`src/common/rp_defs.svh`:
```
`ifndef RP_DEFS_SVH
`define RP_DEFS_SVH

//////////////////////////////////////////////////////////////////////
// Drive geometry
//////////////////////////////////////////////////////////////////////

// Sectors per track
`define RP_SECTORS 20
// Tracks (heads) per cylinder
`define RP_TRACKS 19
// Cylinders per pack
`define RP_CYLS 815

// Clocks that SEEK, SEARCH and RECAL hold the drive busy
`define RP_SEEK_CYCLES 12

//////////////////////////////////////////////////////////////////////
// Register field extraction
//////////////////////////////////////////////////////////////////////

// Desired Address sector and track
`define RP_DA_SECT(d) (d[4:0])
`define RP_DA_TRK(d) (d[12:8])

// Desired Cylinder
`define RP_DC_CYL(d) (d[9:0])

// Control and Status 1 function code and GO
`define RP_CS1_FUNC(d) (d[5:1])
`define RP_CS1_GO(d) (d[0])

`endif
```
`src/common/rpErrPkg.sv`:
```
package rpErrPkg;

   // Error Register #1 bit positions
   typedef enum logic [3:0]
   {
      ER1_ILF  = 4'd0,
      ER1_ILR  = 4'd1,
      ER1_RMR  = 4'd2,
      ER1_PAR  = 4'd3,
      ER1_FER  = 4'd4,
      ER1_WCF  = 4'd5,
      ER1_ECH  = 4'd6,
      ER1_HCE  = 4'd7,
      ER1_HCRC = 4'd8,
      ER1_AOE  = 4'd9,
      ER1_IAE  = 4'd10,
      ER1_WLE  = 4'd11,
      ER1_DTE  = 4'd12,
      ER1_IOP  = 4'd13,
      ER1_UNS  = 4'd14,
      ER1_DCK  = 4'd15
   } er1BitT;

   // Drive Status bits modelled here
   typedef enum logic [3:0]
   {
      DS_DRY = 4'd7,
      DS_ERR = 4'd14,
      DS_ATA = 4'd15
   } dsBitT;

endpackage

```
`src/common/rpRegPkg.sv`:
```
package rpRegPkg;

   //////////////////////////////////////////////////////////////////////
   // Drive register map
   //////////////////////////////////////////////////////////////////////

   // Massbus register select codes
   // Anything not listed is an unmapped register
   typedef enum logic [4:0]
   {
      // Control and Status 1
      ADDR_CS1 = 5'd0,
      // Drive Status
      ADDR_DS  = 5'd1,
      // Error Register #1
      ADDR_ER1 = 5'd2,
      // Desired sector and track
      ADDR_DA  = 5'd5,
      // Desired cylinder
      ADDR_DC  = 5'd10
   } rpAddrT;

   //////////////////////////////////////////////////////////////////////
   // Function codes
   //////////////////////////////////////////////////////////////////////

   // CS1 bits 5:1, every other code is illegal here
   typedef enum logic [4:0]
   {
      FUNC_NOP    = 5'd0,
      FUNC_SEEK   = 5'd2,
      // Return heads to cylinder zero
      FUNC_RECAL  = 5'd3,
      FUNC_DRVCLR = 5'd4,
      FUNC_SEARCH = 5'd12
   } rpFuncT;

endpackage

```
`src/hdl/rpDrive.sv`:
```
`timescale 1ns/10ps

`include "rp_defs.svh"

module rpDrive
(
   input  logic        clk,
   input  logic        rst,
   // Host register port
   input  logic        wr,
   input  logic [4:0]  addr,
   input  logic [15:0] dataIn,
   output logic [15:0] dataOut,
   // Drive faults
   input  logic        unsafe,
   input  logic        parityErr,
   input  logic        dataCheck,
   output logic        attn
);

   // Strobes from the access checker
   logic ldEr1;
   logic ldDa;
   logic ldDc;
   logic start;
   logic drvClr;
   logic setIlr;
   logic setIlf;
   logic setRmr;
   logic setIae;
   rpRegPkg::rpFuncT startFunc;

   // Function state
   logic busy;
   logic ata;
   logic recalDone;
   rpRegPkg::rpFuncT curFunc;

   // Error register
   logic [15:0] er1;
   logic        errEvent;

   // Registers held here
   logic [15:0] daReg;
   logic [15:0] dcReg;
   logic [15:0] cs1;
   logic [15:0] ds;

   //////////////////////////////////////////////////////////////////////
   // Submodules
   //////////////////////////////////////////////////////////////////////

   rpAccess uAccess
   (
      .wr        (wr),
      .addr      (addr),
      .dataIn    (dataIn),
      .busy      (busy),
      .daReg     (daReg),
      .dcReg     (dcReg),
      .ldEr1     (ldEr1),
      .ldDa      (ldDa),
      .ldDc      (ldDc),
      .start     (start),
      .startFunc (startFunc),
      .drvClr    (drvClr),
      .setIlr    (setIlr),
      .setIlf    (setIlf),
      .setRmr    (setRmr),
      .setIae    (setIae)
   );

   // Faults go straight to their ER1 set inputs
   rpEr1 uEr1
   (
      .clk      (clk),
      .rst      (rst),
      .clr      (drvClr),
      .setDck   (dataCheck),
      .setUns   (unsafe),
      .setPar   (parityErr),
      .setRmr   (setRmr),
      .setIlr   (setIlr),
      .setIlf   (setIlf),
      .setIae   (setIae),
      .dataIn   (dataIn),
      .ldEr1    (ldEr1),
      .er1      (er1),
      .errEvent (errEvent)
   );

   rpFunc uFunc
   (
      .clk       (clk),
      .rst       (rst),
      .start     (start),
      .startFunc (startFunc),
      .drvClr    (drvClr),
      .errEvent  (errEvent),
      .busy      (busy),
      .curFunc   (curFunc),
      .ata       (ata),
      .recalDone (recalDone)
   );

   //////////////////////////////////////////////////////////////////////
   // Desired Address and Desired Cylinder
   //////////////////////////////////////////////////////////////////////

   // Only the sector and track fields are kept
   always_ff @(posedge clk or posedge rst)
   begin
      if (rst)
         daReg <= '0;
      else if (ldDa)
         daReg <= {3'b000, `RP_DA_TRK(dataIn), 3'b000, `RP_DA_SECT(dataIn)};
   end

   // RECAL parks the heads at cylinder 0
   always_ff @(posedge clk or posedge rst)
   begin
      if (rst)
         dcReg <= '0;
      else if (recalDone)
         dcReg <= '0;
      else if (ldDc)
         dcReg <= {6'b000000, `RP_DC_CYL(dataIn)};
   end

   //////////////////////////////////////////////////////////////////////
   // Status assembly and readback
   //////////////////////////////////////////////////////////////////////

   // GO reads back as busy
   assign cs1 = {10'b0, curFunc, busy};

   always_comb
   begin
      ds = '0;
      ds[rpErrPkg::DS_ATA] = ata;
      // Summary of every ER1 bit
      ds[rpErrPkg::DS_ERR] = |er1;
      ds[rpErrPkg::DS_DRY] = ~busy;
   end

   assign attn = ds[rpErrPkg::DS_ATA];

   // Reads are side-effect free
   always_comb
   begin
      case (addr)
         rpRegPkg::ADDR_CS1: dataOut = cs1;
         rpRegPkg::ADDR_DS:  dataOut = ds;
         rpRegPkg::ADDR_ER1: dataOut = er1;
         rpRegPkg::ADDR_DA:  dataOut = daReg;
         rpRegPkg::ADDR_DC:  dataOut = dcReg;
         default:            dataOut = '0;
      endcase
   end

endmodule

```
`src/hdl/rpFunc.sv`:
```
`timescale 1ns/10ps

`include "rp_defs.svh"

module rpFunc
(
   input  logic              clk,
   input  logic              rst,
   input  logic              start,
   input  rpRegPkg::rpFuncT  startFunc,
   input  logic              drvClr,
   input  logic              errEvent,
   output logic              busy,
   output rpRegPkg::rpFuncT  curFunc,
   output logic              ata,
   output logic              recalDone
);

   localparam int CntW = $clog2(`RP_SEEK_CYCLES + 1);

   // Clocks of positioning left
   logic [CntW-1:0] cnt;
   // Last busy clock, busy drops on the next edge
   logic            done;

   assign busy      = (cnt != '0);
   assign done      = (cnt == CntW'(1));
   assign recalDone = done && (curFunc == rpRegPkg::FUNC_RECAL);

   //////////////////////////////////////////////////////////////////////
   // Function latch and seek timer
   //////////////////////////////////////////////////////////////////////

   always_ff @(posedge clk or posedge rst)
   begin
      if (rst)
      begin
         cnt     <= '0;
         curFunc <= rpRegPkg::FUNC_NOP;
      end
      else if (drvClr)
      begin
         // Abort any motion in progress
         cnt     <= '0;
         curFunc <= rpRegPkg::FUNC_NOP;
      end
      else if (start)
      begin
         cnt     <= CntW'(`RP_SEEK_CYCLES);
         curFunc <= startFunc;
      end
      else if (busy)
         cnt <= cnt - CntW'(1);
   end

   //////////////////////////////////////////////////////////////////////
   // Attention
   //////////////////////////////////////////////////////////////////////

   // Raised by completion or any error, dropped only by drive clear
   always_ff @(posedge clk or posedge rst)
   begin
      if (rst)
         ata <= 1'b0;
      else if (drvClr)
         ata <= 1'b0;
      else if (done || errEvent)
         ata <= 1'b1;
   end

endmodule

```
`src/rper1/rpAccess.sv`:
```
`timescale 1ns/10ps

`include "rp_defs.svh"

module rpAccess
(
   input  logic              wr,
   input  logic [4:0]        addr,
   input  logic [15:0]       dataIn,
   input  logic              busy,
   input  logic [15:0]       daReg,
   input  logic [15:0]       dcReg,
   output logic              ldEr1,
   output logic              ldDa,
   output logic              ldDc,
   output logic              start,
   output rpRegPkg::rpFuncT  startFunc,
   output logic              drvClr,
   output logic              setIlr,
   output logic              setIlf,
   output logic              setRmr,
   output logic              setIae
);

   // Fields of the word being written to CS1
   logic [4:0] fn;
   logic       go;
   // Current DA and DC lie inside the pack
   logic       geomOk;
   // Register select hits a real register
   logic       mapped;

   assign fn = `RP_CS1_FUNC(dataIn);
   assign go = `RP_CS1_GO(dataIn);

   assign geomOk = (`RP_DA_SECT(daReg) < `RP_SECTORS) &&
                   (`RP_DA_TRK(daReg) < `RP_TRACKS) &&
                   (`RP_DC_CYL(dcReg) < `RP_CYLS);

   assign mapped = (addr == rpRegPkg::ADDR_CS1) || (addr == rpRegPkg::ADDR_DS) ||
                   (addr == rpRegPkg::ADDR_ER1) || (addr == rpRegPkg::ADDR_DA) ||
                   (addr == rpRegPkg::ADDR_DC);

   //////////////////////////////////////////////////////////////////////
   // Write decode and checks
   //////////////////////////////////////////////////////////////////////

   always_comb
   begin
      ldEr1     = 1'b0;
      ldDa      = 1'b0;
      ldDc      = 1'b0;
      start     = 1'b0;
      startFunc = rpRegPkg::rpFuncT'(fn);
      drvClr    = 1'b0;
      setIlr    = 1'b0;
      setIlf    = 1'b0;
      setRmr    = 1'b0;
      setIae    = 1'b0;

      if (wr)
      begin
         if (!mapped)
            setIlr = 1'b1;
         // Drive clear gets through even mid-seek
         else if (addr == rpRegPkg::ADDR_CS1 && go && fn == rpRegPkg::FUNC_DRVCLR)
            drvClr = 1'b1;
         // Any other write while busy is refused
         else if (busy)
            setRmr = 1'b1;
         else
         begin
            case (addr)
               rpRegPkg::ADDR_ER1: ldEr1 = 1'b1;
               rpRegPkg::ADDR_DA:  ldDa  = 1'b1;
               rpRegPkg::ADDR_DC:  ldDc  = 1'b1;
               rpRegPkg::ADDR_CS1:
               begin
                  // GO clear is a no-op
                  if (go)
                  begin
                     case (fn)
                        rpRegPkg::FUNC_NOP:
                        begin
                        end
                        rpRegPkg::FUNC_RECAL:
                           start = 1'b1;
                        rpRegPkg::FUNC_SEEK, rpRegPkg::FUNC_SEARCH:
                        begin
                           // Off the pack: flag IAE, no motion
                           if (geomOk)
                              start = 1'b1;
                           else
                              setIae = 1'b1;
                        end
                        default:
                           setIlf = 1'b1;
                     endcase
                  end
               end
               // DS is read only
               default:
               begin
               end
            endcase
         end
      end
   end

endmodule

```
`src/rper1/rpEr1.sv`:
```
`timescale 1ns/10ps

module rpEr1
(
   input  logic        clk,
   input  logic        rst,
   // Drive clear
   input  logic        clr,
   input  logic        setDck,
   input  logic        setUns,
   input  logic        setPar,
   input  logic        setRmr,
   input  logic        setIlr,
   input  logic        setIlf,
   input  logic        setIae,
   input  logic [15:0] dataIn,
   input  logic        ldEr1,
   output logic [15:0] er1,
   output logic        errEvent
);

   //////////////////////////////////////////////////////////////////////
   // Set pulses gathered into register order
   //////////////////////////////////////////////////////////////////////

   logic [15:0] setVec;

   always_comb
   begin
      setVec = '0;
      // Faults from the drive electronics
      setVec[rpErrPkg::ER1_DCK] = setDck;
      setVec[rpErrPkg::ER1_UNS] = setUns;
      setVec[rpErrPkg::ER1_PAR] = setPar;
      // Host access errors
      setVec[rpErrPkg::ER1_IAE] = setIae;
      setVec[rpErrPkg::ER1_RMR] = setRmr;
      setVec[rpErrPkg::ER1_ILR] = setIlr;
      setVec[rpErrPkg::ER1_ILF] = setIlf;
      // IOP, DTE, WLE, AOE, HCRC, HCE, ECH, WCF, FER stay at zero
      // Those bits move only on clear and host write
   end

   // Any error source firing this clock
   assign errEvent = |setVec;

   //////////////////////////////////////////////////////////////////////
   // Error flops
   //////////////////////////////////////////////////////////////////////

   // Per bit: clear beats set, set beats host write
   always_ff @(posedge clk or posedge rst)
   begin
      if (rst)
         er1 <= '0;
      else if (clr)
         er1 <= '0;
      else
      begin
         for (int i = 0; i < 16; i++)
         begin
            if (setVec[i])
               er1[i] <= 1'b1;
            else if (ldEr1)
               er1[i] <= dataIn[i];
         end
      end
   end

endmodule

```
`config.mk`:
```
export PLATFORM = sky130hd
export DESIGN_NAME = rpDrive
export DESIGN_NICKNAME = d
export VERILOG_FILES = /design/src/common/rpErrPkg.sv /design/src/common/rpRegPkg.sv /design/src/hdl/rpDrive.sv /design/src/hdl/rpFunc.sv /design/src/rper1/rpAccess.sv /design/src/rper1/rpEr1.sv
export VERILOG_INCLUDE_DIRS = /design/src /design/src/common
export SDC_FILE = /design/constraint.sdc
export NUM_CORES = 1
export LEC_CHECK = 0
export BUFFER_PORTS_ARGS = -buffer_cell sky130_fd_sc_hd__buf_2
export CAP_MARGIN = 20
export CORE_UTILIZATION = 56
export CTS_CLUSTER_SIZE = 20
export DETAILED_ROUTE_END_ITERATION = 8
export GPL_ROUTABILITY_DRIVEN = 0
export PLACE_DENSITY = 0.76
export SKIP_CTS_REPAIR_TIMING = 1
export SYNTH_ARGS = -nofsm -noshare
export SYNTH_HDL_FRONTEND = slang
export SYNTH_SLANG_ARGS = --single-unit
```
`constraint.sdc`:
```
create_clock -name clk -period 3.05 [get_ports clk]
set_clock_uncertainty 0.1 [all_clocks]
set_input_delay 0.305 -clock clk [delete_from_list [all_inputs] [get_ports clk]]
set_output_delay 0.305 -clock clk [all_outputs]
set_load 0.01 [all_outputs]
```
==> summary.md <==
| Metric | Value |
|---|---|
| Worst slew pin tran | `0.817 ns` |
| I/O Buffers | `43` |
| CP max FO | `7` |
| Routed vias/inst | `6.23` |
| Synth top area share | `45.6%` |
| Fin nets | `318` |
| Syn nets | `271` |
| Number of diodes | `0` |
| Outcome | `finished clean` |
| Max Buffers Root-to-Sink | `2` |
| DR WL/cell | `18.7 microns` |
| Initial antenna violation count | `0` |
| FP Rows | `24` |
| Vias | `2,132` |
| Largest net degree at the start of global routing | `47` |
| Grt total ovfl | `0` |
| Max VDD drop | `0.000309 V` |
| Detail Placement HPWL | `4610 microns` |
| Cell type with the largest total area after synthesis | `dfrtp_1` |
| Mapped Area | `2520 sq um` |
| Count of final max-slew check failures | `0` |
| Antenna viol nets, final | `0` |
| Share of post-route cells with drive strength above 1 | `28.6%` |
| Routed WL | `6390 microns` |
| Vias in the first global route | `2,135` |
| CTS Buf Count | `5` |
| Final TNS setup | `0 ns` |
| Core outline area | `4350 sq um` |
| Most area-consuming cells after synthesis | `dfrtp_1 46%, mux2_2 5.4%, mux2i_1 5.2%, a22o_1 4.5%, a22oi_1 3.9%` |
| Worst rel slew slack | `45.1%` |
| Drt first pass iters | `4` |
| I/O pins | `44` |
| Hold crit path type | `primary input to register` |
| Clock latency on the worst-skew pair | `0.31 ns` |
| Register area share after synthesis | `45.6%` |
| Post-synth EDFFs | `0` |
| Power density of the placed cells | `504 nW/um^2` |
| Crit path kind | `register to primary output` |
| Yosys reg bits | `46` |
| DIE HEIGHT | `69.1 microns` |
| Worst setup SP type | `register` |
| Count leader, synth | `dfrtp_1` |
| FFs w/ async S/R, synth | `100%` |
| Cells after Synth | `242` |
| Total track usage | `28.8%` |
| Clock transition at path regs | `0.09 ns` |
| Synth warnings | `0` |
| H-tree depth | `2` |
| Crit path DAT | `2.15 ns` |
| Final Hold Fails | `0` |
| Unrepaired setup endpoints after global routing | `false` |
| Critical Path RT | `2.64 ns` |
| DR iter-0 viols | `180` |
| Most frequent cells after synthesis | `46 x dfrtp_1, 19 x nand2_1, 19 x nor2_1` |
| Leakage power total | `1.48 nW` |
| Placed Area | `2820 sq um` |
| Number of clock sinks | `46` |
| Tmin final | `2.56 ns` |
| Die ar. | `4780 sq um` |
| Max Cap Viol | `0` |
| Area grow syn2layout | `16.2%` |
| Peak Freq | `0.391 GHz` |
| # DRC | `0` |
| Syn avg cell area | `10.4 sq um` |
| Final period util | `83.9%` |
| Final instance area | `2930 sq um` |
| CTS root buf | `clkbuf_8` |
| CTS tree | `yes` |
| Setup violations, final | `0` |
| Synth cell types | `51` |
| Endpoint class of the critical path | `primary output` |
| Starting Density | `58.0%` |
| First-pass GRT wire length | `10,800 microns` |
| Most used DFF post-synth | `dfrtp_1` |
| Die W | `69.1 microns` |
[metrics by stage]
stage	utilization (%)	power [mW]	std cells	hold slack [ns]	setup WS (ns)
final	67.3	1.48	342	0.133	0.490
after global routing	67.3	1.56	342	0.147	0.310
after CTS	66.6	1.48	340	0.133	0.502
after detailed placement	64.7	1.10	332	0.419	0.592
after global placement	64.7	1.09	332	0.401	0.682
after floorplan	-	0.999	242	0.332	0.820
[worst max-delay path, stage by stage, from the launching register on]
cell	delay (ns)
dfrtp_1	0.41
inv_1	0.10
ha_1	0.24
or3b_1	0.50
nor3_1	0.32
a221o_1	0.16
buf_2	0.12
[cell type report]
class | instances | area [sq um]
well taps | 52 | 65.1
repair buffers | 52 | 298
clock buffers | 6 | 72.6
fillers | 340 | 1420
inverters | 8 | 30.0
multi-input cells | 176 | 1300
clock inverters | 2 | 13.8
flip-flops and latches | 46 | 1150
[flip-flops by register name, summed over array words and instances (netlist names)]
| signal | flops |
|---|---|
| uFunc.ata | 1 |
| daReg | 10 |
| uFunc.curFunc | 5 |
| uEr1.er1 | 16 |
| uFunc.cnt | 4 |
| dcReg | 10 |
[cell usage in the layout (no fill, tap or decap), types with 2 or more instances in the layout]
master    synthesis  layout
nor4b_2           0       2
a221o_1           3       3
nor2b_1           4       4
ha_1              2       2
nand3_1           3       3
a21oi_1           4       4
a22oi_1          13      13
a21bo_1           2       2
buf_4             1       7
nor2_1           19      19
nand4_1           3       3
and2_1            5       5
o21a_1            2       2
buf_2             4      43
nand2_1          19      19
nor2_2            2       2
o21ai_0           2       2
inv_1             8       7
nor4_1            6       6
nand2b_1          2       2
a22o_1           13      13
or3_1             3       3
dfrtp_1          46      46
mux2i_1          13      13
nor3_1            7       7
clkbuf_8          0       5
nor3_2            2       2
a211o_1           2       2
a211oi_1          5       5
or3b_1            3       3
mux2_2           12      12
and3_1            4       4
[cell families after synthesis]
kind of cell             synth area share (%)
AND/OR/NAND/NOR                          22.5
AO/OA/AOI/OAI                            16.7
flip-flops                               45.6
multiplexers                             10.5
buffers and inverters                    3.32
adder cells (fa/ha/maj)                 0.991
XOR/XNOR                                0.347
[where the power goes]
part           internal [mW]  total, mW  switching, mW
Clock                  0.162      0.380          0.218
Sequential             0.699      0.782         0.0835
Combinational          0.153      0.315          0.161
[metal layers]
| metal | vias to the layer above | GRT usage, % | share of wire [%] |
|---|---|---|---|
| li1 | 1002 | - | - |
| met5 | - | 0 | 0 |
| met3 | 10 | 3.95 | 6.7 |
| met2 | 100 | 41.6 | 45 |
| met1 | 1020 | 44.3 | 47 |
| met4 | 0 | 10.2 | 1.7 |
[path summary, 6_finish.rpt]
kind	slack, ns	depth (start not counted)	to	start
hold / removal	0.13	3	uEr1.er1[15]$_DFFE_PP0P_	dataCheck
min in group asynchronous	0.34	3	uFunc.curFunc[4]$_DFFE_PP0P_	rst
hold reg to reg	0.44	1	uEr1.er1[7]$_DFFE_PP0P_	uEr1.er1[7]$_DFFE_PP0P_
max in group asynchronous	2.03	4	uEr1.er1[4]$_DFFE_PP0P_	rst
setup / recovery	0.49	6	dataOut[7]	uFunc.cnt[0]$_DFFE_PP0P_
setup reg to reg	0.57	7	uEr1.er1[1]$_DFFE_PP0P_	uFunc.cnt[0]$_DFFE_PP0P_
(Power assumes the default switching activity.)
